### src/mipsPkg.sv
package mipsPkg;

    ////////////////////////////////////////
    // basic types
    ////////////////////////////////////////

    typedef logic [31:0] word_t;    // data or instruction word
    typedef logic [4:0]  regAddr_t; // general register number
    typedef logic [3:0]  aluOp_t;
    typedef logic [1:0]  fwdSel_t;

    ////////////////////////////////////////
    // alu operations
    ////////////////////////////////////////

    localparam aluOp_t ALU_AND = 4'b0000;
    localparam aluOp_t ALU_OR  = 4'b0001;
    localparam aluOp_t ALU_ADD = 4'b0010;
    localparam aluOp_t ALU_SUB = 4'b0110;
    localparam aluOp_t ALU_SLT = 4'b0111;
    localparam aluOp_t ALU_MUL = 4'b1000; // low word of the product

    // operand source seen by execute
    localparam fwdSel_t FWD_NONE = 2'b00;
    localparam fwdSel_t FWD_WB   = 2'b01;
    localparam fwdSel_t FWD_MEM  = 2'b10;

    ////////////////////////////////////////
    // instruction encodings
    ////////////////////////////////////////

    // opcode field, instr[31:26]
    localparam logic [5:0] OP_RTYPE = 6'b000000;
    localparam logic [5:0] OP_LW    = 6'b100011;
    localparam logic [5:0] OP_SW    = 6'b101011;
    localparam logic [5:0] OP_ADDI  = 6'b001000;
    localparam logic [5:0] OP_ORI   = 6'b001101;
    localparam logic [5:0] OP_LUI   = 6'b001111;
    localparam logic [5:0] OP_MULI  = 6'b001010;
    localparam logic [5:0] OP_HALT  = 6'b001110;

    // function field of r-type, instr[5:0]
    localparam logic [5:0] FN_ADD = 6'b100000;
    localparam logic [5:0] FN_SUB = 6'b100010;
    localparam logic [5:0] FN_AND = 6'b100100;
    localparam logic [5:0] FN_OR  = 6'b100101;
    localparam logic [5:0] FN_SLT = 6'b101010;

endpackage

### src/controlDecoder.sv
`timescale 1ns/1ps

module controlDecoder import mipsPkg::*; (
    input  word_t  instr,
    output logic   regWrite,
    output logic   regDst,
    output logic   zeroImm,
    output logic   aluSrc,
    output logic   memWrite,
    output logic   memToReg,
    output logic   luiOp,
    output logic   haltOp,
    output aluOp_t aluOp
);

    logic [5:0] opcode;
    logic [5:0] funct;

    assign opcode = instr[31:26];
    assign funct  = instr[5:0];

    always_comb
    begin
        // everything off unless the opcode says otherwise
        regWrite = 1'b0;
        regDst   = 1'b0;
        zeroImm  = 1'b0;
        aluSrc   = 1'b0;
        memWrite = 1'b0;
        memToReg = 1'b0;
        luiOp    = 1'b0;
        haltOp   = 1'b0;
        aluOp    = ALU_AND;

        case (opcode)
            OP_RTYPE:
            begin
                // all-zero word is a bubble, funct 0 matches nothing
                case (funct)
                    FN_ADD:  aluOp = ALU_ADD;
                    FN_SUB:  aluOp = ALU_SUB;
                    FN_AND:  aluOp = ALU_AND;
                    FN_OR:   aluOp = ALU_OR;
                    FN_SLT:  aluOp = ALU_SLT;
                    default: aluOp = ALU_AND;
                endcase
                regWrite = (funct == FN_ADD) || (funct == FN_SUB) || (funct == FN_AND)
                        || (funct == FN_OR) || (funct == FN_SLT);
                regDst   = regWrite;
            end
            OP_LW:
            begin
                regWrite = 1'b1;
                aluSrc   = 1'b1;
                memToReg = 1'b1;
                aluOp    = ALU_ADD; // base + offset
            end
            OP_SW:
            begin
                aluSrc   = 1'b1;
                memWrite = 1'b1;
                aluOp    = ALU_ADD;
            end
            OP_ADDI:
            begin
                regWrite = 1'b1;
                aluSrc   = 1'b1;
                aluOp    = ALU_ADD;
            end
            OP_ORI:
            begin
                regWrite = 1'b1;
                aluSrc   = 1'b1;
                zeroImm  = 1'b1;
                aluOp    = ALU_OR;
            end
            OP_LUI:
            begin
                regWrite = 1'b1;
                aluSrc   = 1'b1;
                luiOp    = 1'b1; // result replaced in execute
            end
            OP_MULI:
            begin
                regWrite = 1'b1;
                aluSrc   = 1'b1;
                aluOp    = ALU_MUL;
            end
            OP_HALT: haltOp = 1'b1;
            default: ;
        endcase
    end

    // a store never writes the register file
    noStoreWrite: assert final (!(memWrite && regWrite));

endmodule

### src/executeUnit.sv
`timescale 1ns/1ps

module executeUnit import mipsPkg::*; (
    input  word_t   regA,
    input  word_t   regB,
    input  word_t   memResult,
    input  word_t   wbResult,
    input  word_t   imm,
    input  fwdSel_t fwdA,
    input  fwdSel_t fwdB,
    input  logic    aluSrc,
    input  aluOp_t  aluOp,
    output word_t   aluResult,
    output word_t   storeData
);

    word_t srcA;
    word_t srcB;

    function automatic word_t operand(input fwdSel_t sel, input word_t reg_,
                                      input word_t mem, input word_t wb);
        case (sel)
            FWD_MEM: return mem;
            FWD_WB:  return wb;
            default: return reg_;
        endcase
    endfunction

    assign srcA      = operand(fwdA, regA, memResult, wbResult);
    assign storeData = operand(fwdB, regB, memResult, wbResult); // sw data
    assign srcB      = aluSrc ? imm : storeData;

    always_comb
    begin
        case (aluOp)
            ALU_AND: aluResult = srcA & srcB;
            ALU_OR:  aluResult = srcA | srcB;
            ALU_ADD: aluResult = srcA + srcB;
            ALU_SUB: aluResult = srcA - srcB;
            ALU_SLT: aluResult = ($signed(srcA) < $signed(srcB)) ? 32'd1 : 32'd0;
            ALU_MUL: aluResult = srcA * srcB; // upper product bits dropped
            default: aluResult = '0;
        endcase
    end

endmodule

### src/hazardUnit.sv
`timescale 1ns/1ps

module hazardUnit import mipsPkg::*; (
    input  regAddr_t rsD,
    input  regAddr_t rtD,
    input  regAddr_t rsE,
    input  regAddr_t rtE,
    input  regAddr_t destE,
    input  regAddr_t destM,
    input  regAddr_t destW,
    input  logic     usesRtD,
    input  logic     memToRegE,
    input  logic     regWriteM,
    input  logic     regWriteW,
    output fwdSel_t  fwdA,
    output fwdSel_t  fwdB,
    output logic     loadStall
);

    // younger result in memory wins over writeback
    function automatic fwdSel_t fwdSelect(input regAddr_t src);
        if (src == '0)
            return FWD_NONE;
        else if (regWriteM && (src == destM))
            return FWD_MEM;
        else if (regWriteW && (src == destW))
            return FWD_WB;
        else
            return FWD_NONE;
    endfunction

    always_comb
    begin
        fwdA = fwdSelect(rsE);
        fwdB = fwdSelect(rtE);
    end

    ////////////////////////////////////////
    // load-use
    ////////////////////////////////////////

    // load data only exists after memory, so decode waits one cycle
    assign loadStall = memToRegE && (destE != '0)
                    && ((rsD == destE) || (usesRtD && (rtD == destE)));

    memBeforeWb: assert final (!((fwdA == FWD_WB) && regWriteM
                                 && (rsE == destM) && (rsE != '0)));

endmodule

### src/mipsCore.sv
`timescale 1ns/1ps

module mipsCore import mipsPkg::*; (
    input  logic  clk,
    input  logic  reset,
    input  logic  instrValid,
    input  word_t instr,
    output logic  instrReady,
    output word_t sramAddress,
    output word_t sramWriteData,
    output logic  sramWriteEnable,
    input  word_t sramReadData,
    output logic  halt
);

    // decode
    word_t    instrD;
    logic     regWriteD, regDstD, zeroImmD, aluSrcD;
    logic     memWriteD, memToRegD, luiOpD, haltOpD;
    aluOp_t   aluOpD;
    regAddr_t rsD, rtD, destD;
    word_t    regDataAD, regDataBD, immD;
    logic     usesRtD;

    // execute
    logic     regWriteE, aluSrcE, memWriteE, memToRegE, luiOpE, haltE;
    aluOp_t   aluOpE;
    regAddr_t rsE, rtE, destE;
    word_t    regDataAE, regDataBE, immE;
    fwdSel_t  fwdA, fwdB;
    word_t    aluResultE, storeDataE, resultE;

    // memory and writeback
    logic     regWriteM, memWriteM, memToRegM, haltM;
    regAddr_t destM;
    word_t    resultM, storeDataM;
    logic     regWriteW, memToRegW, haltW;
    regAddr_t destW;
    word_t    resultW, loadDataW, writeDataW;

    logic     loadStall;
    logic     accept;
    logic     haltBusy;

    ////////////////////////////////////////
    // instruction intake
    ////////////////////////////////////////

    // a halt anywhere in flight closes the input for good
    assign haltBusy   = haltOpD || haltE || haltM || haltW || halt;
    assign instrReady = !(loadStall || haltBusy);
    assign accept     = instrValid && instrReady;

    always_ff @(posedge clk or posedge reset)
    begin
        if (reset)
            instrD <= '0;
        else if (accept)
            instrD <= instr;
        else if (!loadStall)
            instrD <= '0; // no transfer, bubble
    end

    ////////////////////////////////////////
    // decode
    ////////////////////////////////////////

    controlDecoder u_controlDecoder (
        .instr    (instrD),
        .regWrite (regWriteD),
        .regDst   (regDstD),
        .zeroImm  (zeroImmD),
        .aluSrc   (aluSrcD),
        .memWrite (memWriteD),
        .memToReg (memToRegD),
        .luiOp    (luiOpD),
        .haltOp   (haltOpD),
        .aluOp    (aluOpD)
    );

    assign rsD     = instrD[25:21];
    assign rtD     = instrD[20:16];
    assign destD   = regDstD ? instrD[15:11] : rtD;
    assign immD    = zeroImmD ? {16'b0, instrD[15:0]} : {{16{instrD[15]}}, instrD[15:0]};
    assign usesRtD = !aluSrcD || memWriteD; // r-type and sw read rt

    registerFile u_registerFile (
        .clk         (clk),
        .readAddrA   (rsD),
        .readAddrB   (rtD),
        .readDataA   (regDataAD),
        .readDataB   (regDataBD),
        .writeAddr   (destW),
        .writeEnable (regWriteW),
        .writeData   (writeDataW)
    );

    hazardUnit u_hazardUnit (
        .rsD       (rsD),
        .rtD       (rtD),
        .rsE       (rsE),
        .rtE       (rtE),
        .destE     (destE),
        .destM     (destM),
        .destW     (destW),
        .usesRtD   (usesRtD),
        .memToRegE (memToRegE),
        .regWriteM (regWriteM),
        .regWriteW (regWriteW),
        .fwdA      (fwdA),
        .fwdB      (fwdB),
        .loadStall (loadStall)
    );

    // decode to execute, stall sends a bubble
    always_ff @(posedge clk or posedge reset)
    begin
        if (reset)
        begin
            regWriteE <= 1'b0;
            aluSrcE   <= 1'b0;
            memWriteE <= 1'b0;
            memToRegE <= 1'b0;
            luiOpE    <= 1'b0;
            haltE     <= 1'b0;
            aluOpE    <= '0;
            rsE       <= '0;
            rtE       <= '0;
            destE     <= '0;
        end
        else
        begin
            regWriteE <= regWriteD && !loadStall;
            aluSrcE   <= aluSrcD && !loadStall;
            memWriteE <= memWriteD && !loadStall;
            memToRegE <= memToRegD && !loadStall;
            luiOpE    <= luiOpD && !loadStall;
            haltE     <= haltOpD && !loadStall;
            aluOpE    <= loadStall ? '0 : aluOpD;
            rsE       <= rsD;
            rtE       <= rtD;
            destE     <= destD;
        end
    end

    always_ff @(posedge clk)
    begin
        regDataAE <= regDataAD;
        regDataBE <= regDataBD;
        immE      <= immD;
    end

    ////////////////////////////////////////
    // execute
    ////////////////////////////////////////

    executeUnit u_executeUnit (
        .regA      (regDataAE),
        .regB      (regDataBE),
        .memResult (resultM),
        .wbResult  (writeDataW),
        .imm       (immE),
        .fwdA      (fwdA),
        .fwdB      (fwdB),
        .aluSrc    (aluSrcE),
        .aluOp     (aluOpE),
        .aluResult (aluResultE),
        .storeData (storeDataE)
    );

    assign resultE = luiOpE ? {immE[15:0], 16'b0} : aluResultE; // lui folded in here

    always_ff @(posedge clk or posedge reset)
    begin
        if (reset)
        begin
            regWriteM <= 1'b0;
            memWriteM <= 1'b0;
            memToRegM <= 1'b0;
            haltM     <= 1'b0;
            destM     <= '0;
        end
        else
        begin
            regWriteM <= regWriteE;
            memWriteM <= memWriteE;
            memToRegM <= memToRegE;
            haltM     <= haltE;
            destM     <= destE;
        end
    end

    always_ff @(posedge clk)
    begin
        resultM    <= resultE;
        storeDataM <= storeDataE;
    end

    ////////////////////////////////////////
    // memory and writeback
    ////////////////////////////////////////

    assign sramAddress     = resultM;
    assign sramWriteData   = storeDataM;
    assign sramWriteEnable = memWriteM;

    always_ff @(posedge clk or posedge reset)
    begin
        if (reset)
        begin
            regWriteW <= 1'b0;
            memToRegW <= 1'b0;
            haltW     <= 1'b0;
            destW     <= '0;
        end
        else
        begin
            regWriteW <= regWriteM;
            memToRegW <= memToRegM;
            haltW     <= haltM;
            destW     <= destM;
        end
    end

    always_ff @(posedge clk)
    begin
        resultW   <= resultM;
        loadDataW <= sramReadData;
    end

    assign writeDataW = memToRegW ? loadDataW : resultW;

    // sticky until reset
    always_ff @(posedge clk or posedge reset)
    begin
        if (reset)
            halt <= 1'b0;
        else if (haltW)
            halt <= 1'b1;
    end

    // the load has moved on to memory one cycle later
    stallOneCycle: assert property (@(posedge clk) disable iff (reset)
                                    loadStall |=> !loadStall);

    // older stores are drained before halt is seen
    noStoreAfterHalt: assert property (@(posedge clk) disable iff (reset)
                                       halt |-> !sramWriteEnable);

endmodule

### src/registerFile.sv
`timescale 1ns/1ps

module registerFile import mipsPkg::*; (
    input  logic     clk,
    input  regAddr_t readAddrA,
    input  regAddr_t readAddrB,
    output word_t    readDataA,
    output word_t    readDataB,
    input  regAddr_t writeAddr,
    input  logic     writeEnable,
    input  word_t    writeData
);

    word_t regs [32];

    // one read port, $0 is hardwired and a same-cycle write bypasses the array
    function automatic word_t readPort(input regAddr_t addr);
        if (addr == '0)
            return '0;
        else if (writeEnable && (writeAddr == addr))
            return writeData;
        else
            return regs[addr];
    endfunction

    always_comb
    begin
        readDataA = readPort(readAddrA);
        readDataB = readPort(readAddrB);
    end

    always_ff @(posedge clk)
    begin
        if (writeEnable && (writeAddr != '0))
            regs[writeAddr] <= writeData;
    end

endmodule

### config.mk
export PLATFORM = sky130hd
export DESIGN_NAME = mipsCore
export DESIGN_NICKNAME = d
export VERILOG_FILES = /design/src/mipsPkg.sv /design/src/controlDecoder.sv /design/src/executeUnit.sv /design/src/hazardUnit.sv /design/src/mipsCore.sv /design/src/registerFile.sv
export SDC_FILE = /design/constraint.sdc
export NUM_CORES = 2
export LEC_CHECK = 0
export BUFFER_PORTS_ARGS = -buffer_cell sky130_fd_sc_hd__buf_2
export CAP_MARGIN = 20
export CORE_ASPECT_RATIO = 1.2
export CORE_MARGIN = 8
export CORE_UTILIZATION = 63
export DETAILED_ROUTE_END_ITERATION = 12
export GPL_TIMING_DRIVEN = 0
export PLACE_DENSITY = 0.87
export SKIP_CTS_REPAIR_TIMING = 1
export SYNTH_ARGS = -nofsm -noshare
export SYNTH_HDL_FRONTEND = slang
export SYNTH_HIERARCHICAL = 1
export SYNTH_SLANG_ARGS = --single-unit
### constraint.sdc
create_clock -name clk -period 10.22 [get_ports clk]
set_clock_uncertainty 0.1 [all_clocks]
set_input_delay 1.022 -clock clk [delete_from_list [all_inputs] [get_ports clk]]
set_output_delay 1.022 -clock clk [all_outputs]
set_load 0.1 [all_outputs]
==> metrics list, run 1 <==
- Status: stopped before the end
- It got as far as global routing and failed there.
* Error text reported by the tool: [ERROR GRT-0232] Routing congestion too high. Check the congestion heatmap in the GUI.
- Dominant cell by count in the synthesized netlist: edfxtp_1
* Number of enable-type register cells in the synthesized netlist: 1,024
* Area of the mapped netlist: 77,400 um2
- Register bit total from synthesis: 1,308
- Entering global routing, the biggest net connects 76 pins.
- Counting every instance in the synthesized netlist gives around 5,800.
- Global router's overall resource usage: 72.8%
* Die X-Extent: 336 um
* CTS H-tree lvls: 4
- The most used flip-flop cell after synthesis is edfxtp_1.
* Detailed placement HPWL: about 260 mm
- CTS root buffer: clkbuf_16
* Final Wtd Congestion: 1.11
- Yosys Warn Count: 6
* CTS Sinks: 1,308
* Cell accounting for the most synthesized area: edfxtp_1
* Cells taking the most area after synthesis: edfxtp_1 40%, mux4_2 12%, fa_1 11%
- Worst endpoint type: sequential cell input
- Effective utilization at floorplan: 63.1%
- The floorplan step set the die height to 400 um.
- Of all flip-flops after synthesis, the portion carrying an async set or reset was 5.73%.
- In this run the deepest clock path goes through 3 buffers.
* Initial antenna violation count: between 60 and 70
- Dividing the synthesized area by the synthesized cell count gives 13.4 um2.
- In this run, CTS created clock tree buffers numbering 131.
- When the last timing repair stopped, the worst path ended at sramAddress[29]$_DFF_P_/D.
* Remaining Overflow, GRT: 12
- Post-synth top area share: 39.7%
* IO buf count: 133
* Share of the yosys chip area belonging to registers: 47.6%
- Ranking of synthesized cells by instance count: 1,024 x edfxtp_1, 495 x inv_1, 493 x nor2_1, 422 x nand2_1, 410 x fa_1
- In this run the core area contains 141 standard-cell rows.
- In this run, distinct cell masters in the synthesized netlist total 98.
* Total I/O pin count: between 100 and 150
-- per-layer routing --
layer,global-route usage (%),overflow
met2,87.9,5
met4,70.1,6
met5,44.8,0
met1,69.1,0
met3,63.4,1
-- cells by family after synthesis --
group | count (synthesis) | share of synthesized area, %
AOI/OAI and AO/OA | 931 | 9.09
xor gates and xnor gates | 132 | 1.51
other | 1 | 0.00484
adders and majority gates | 633 | 14.2
DFF | 1308 | 47.6
muxes | 716 | 16.2
and+or+nand+nor | 1178 | 6.62
buffers and inverters | 874 | 4.82
-- stage by stage --
step           TNS, ps  setup slack (ps)  area [um2]  std cells  hold slack (ps)
2_1_floorplan        0               947       77500       5804              231
3_3_place_gp    -43850             -3520       80200       7581              235
3_5_place_dp    -33540             -3050       81700       7647              237
4_1_cts         -34560             -3070       86100       7889              203
==> inputs of run 2 (changes only) <==
- CORE_ASPECT_RATIO: 1.2 -> not set
- CORE_UTILIZATION: 63 -> 40
- PLACE_DENSITY: 0.87 -> not set
- PLACE_DENSITY_LB_ADDON: not set -> 0.15
==> run 2 against run 1 <==
  * The run now ends clean
  * Synthesized cell count stayed put
  * Synthesized area stayed put
==> metrics list, run 2 <==
- Top register by number of flip-flops: u_registerFile/regs
- The number of synthesis warnings is 6 (unchanged).
- For the finished layout, the period the worst path requires is 10,060 ps.
- The detailed router used layers up to and including met5.
- The library cell used most frequently in the layout, excluding fill and tap cells, is edfxtp_1.
- The first global-routing pass estimated 454 mm of wire.
- Detailed-routed wire length on met2: 156 mm
* Max clock buf depth: 3 (unchanged)
- In the final layout, the multi-input gates occupy about 38,000 um2.
- The number of instances in the synthesized netlist came to 5,773 (unchanged).
* Area grow syn2layout: 15.5%
- Worst slew margin: about 7.4%
- Most frequent cells in the layout: 1,024 x edfxtp_1, 484 x inv_1, 453 x nor2_1, 421 x nand2_1, 409 x mux4_2
- CTS H-tree lvls: 4 (unchanged)
* Sequential cell area: 36,800 um2
- The min-delay analysis places its worst path in the category in -> reg.
* Dominant cell by count in the synthesized netlist: edfxtp_1
- Register bit total from synthesis: 1,308 (unchanged)
- Vias: roughly 56,000
- Largest register FFs: slightly above 1,000
- The initial antenna violation count is 23.
- Delay of the slowest cell on the worst path: around 580 ps
- Detailed placement HPWL: 252 mm (-2.6%)
- In this run the remaining antenna-violating nets after routing total 0.
- Share of final-layout standard cells stronger than drive strength 1: 22.6%
- Cells taking the most area after synthesis: edfxtp_1 40%, mux4_2 12%, fa_1 11%
* Global router's overall resource usage: 31.2%
- Timing would allow up to 0.0994 GHz.
- The die extent in x was 456 um (+36%).
* Crit path capture type: flip-flop
- Entering global routing, the biggest net connects 68 pins.
- The post-place instance area is 82,900 um2 (+1.5%).
- Iter 0 DRT Violations: 7,089
* CTS root buffer: clkbuf_16
* Area of the mapped netlist: 77,400 um2 (unchanged)
- Net count of the finished layout: 6,935
- Via count of the first global-routing pass: 55,600
* Routed wire length per instance: approximately 38 um
- Share of the yosys chip area belonging to registers: 47.6% (unchanged)
- The async set or reset register ratio after synthesis was 5.73% (unchanged).
- The fraction of post-synthesis cell area in the top cell type by area was 39.7% (unchanged).
- The chip height was 456 um (+14%).
* Total I/O pin count: 134 (unchanged)
* Least-Margin Pin Slew: between 1000 and 1500 ps
- Final hold analysis gives a worst-case slack of 211 ps.
- Unrepaired setup endpoints after global routing: yes
* Period utilisation layout: about 98%
* TritonCTS Buffers: 139 (+6.1%)
* WL met1: 119 mm
- Global routing finished with a remaining overflow of 0.
- Signal arrival time at the worst endpoint: 10,650 ps
- For this block, the routed nets add up to roughly 340 mm of wire.
- After floorplanning, the core was sized to cover 192,000 um2.
* Area of the die: 208,000 um2
* Slowest cell on the critical path: fa_1
* Layout Cell Area excl Fill: 89,400 um2
- Number of filler instances in the final layout: 17,200
- The worst setup path is of the reg -> reg kind.
* Most common flop cell mapped by yosys: edfxtp_1
- Pre-Repair DR Iteration Count: 6
- Number of rows in the core area: 161 (+14%)
* CP startpoint kind: flip-flop
* Number of enable-type register cells in the synthesized netlist: 1,024 (unchanged)
- The flow ran to the end, and the final reports show no timing, DRC or antenna violations.
- CTS Sinks: 1,308 (unchanged)
* Final Wtd Congestion: 0.998 (-10%)
* Ranking of synthesized cells by instance count: 1,024 x edfxtp_1, 495 x inv_1, 493 x nor2_1, 422 x nand2_1, 410 x fa_1
- The initial cell density of the core came to 40.2% (-23 points).
- Max-slew violations: 0
- Mean number of vias per cell: 6.28
- Average footprint of a synthesized cell: 13.4 um2 (unchanged)
- The count of input and output buffers is 133 (unchanged).
- Count of cell types in the netlist: 98 (unchanged)
- Clock-pin slew on the worst setup and hold paths: 70 ps
- Setup violations remaining at the end of the flow were counted as 0.
* Final hold violation count: 0
* Clock tree from TritonCTS: done
* DRC violation count after routing: 0
- Counting stages on the worst path, the most repeated cell is fa_1.
* Non-filler cells in the finished layout: about 9,000
* Met3 Routed Length: 29.7 mm
- Post-layout util: 46.5%
- Cell accounting for the most synthesized area: edfxtp_1
- The number of cells after detailed placement was 8,533 (+12%).
- Top fanout value on the critical path: 10
- Max-cap violations in this run came to 0.
- Clock latency on the worst-skew pair: 810 ps
- At the worst endpoint, the required time is roughly 11,000 ps.
[run 2: metrics by stage]
stage | setup WS (ps) | setup TNS [ps]
final | 158 | 0
after global routing | -30.7 | -74.7
after CTS | -2480 | -30150
after detailed placement | -2410 | -28580
after global placement | -3570 | -52550
after floorplan | 947 | 0
[run 2: critical path: cells and delay by family (launching register included)]
kind / cells / cell delay [ps]
compound gates: 8 / 1800
xor+xnor: 2 / 590
fa+ha+maj: 10 / 4670
buf+inv: 9 / 1340
flops: 1 / 470
mux: 1 / 320
simple gates: 4 / 600
[run 2: cell families after synthesis]
kind of cell / Yosys count / synth area share [%]
simple gates: 1178 / 6.62
other cells: 1 / 0.00484
fa+ha+maj: 633 / 14.2
compound gates: 931 / 9.09
mux: 716 / 16.2
buf+inv: 874 / 4.82
flops: 1308 / 47.6
xor+xnor: 132 / 1.51
[run 2: final cells by class]
class | count | area share (%)
antenna | 8 | 0.0224
multi-input combinational | 3622 | 42.5
sequential | 1308 | 41.2
tap | 2526 | 3.53
buffer | 351 | 2.30
clock inverter | 78 | 1.00
inverter | 516 | 2.24
timing repair buffer | 297 | 3.14
clock buffer | 177 | 4.10
[run 2: path summary, 6_finish.rpt]
kind	slack [ps]	start	cells past startpoint	to
worst max-delay path	160	destW[4]	34	sramAddress[24]
worst min-delay path	210	sramReadData[15]	1	loadDataW[15]
worst max register to register	160	destW[4]	34	sramAddress[24]
worst min register to register	250	memToRegM	0	memToRegW
max in group asynchronous	8880	reset	4	destW[4]
min in group asynchronous	560	reset	3	sramWriteEnable
[run 2: metal layers]
metal	vias to the layer above	GRT usage, %
met2	3461	50.9
met1	29100	37.3
met3	985	6.17
li1	22300	-
met5	-	0
met4	2	22.0
Power of run 2 is not shown: default switching activity piles up to over one toggle a cycle in this logic, so the estimate is an artifact.
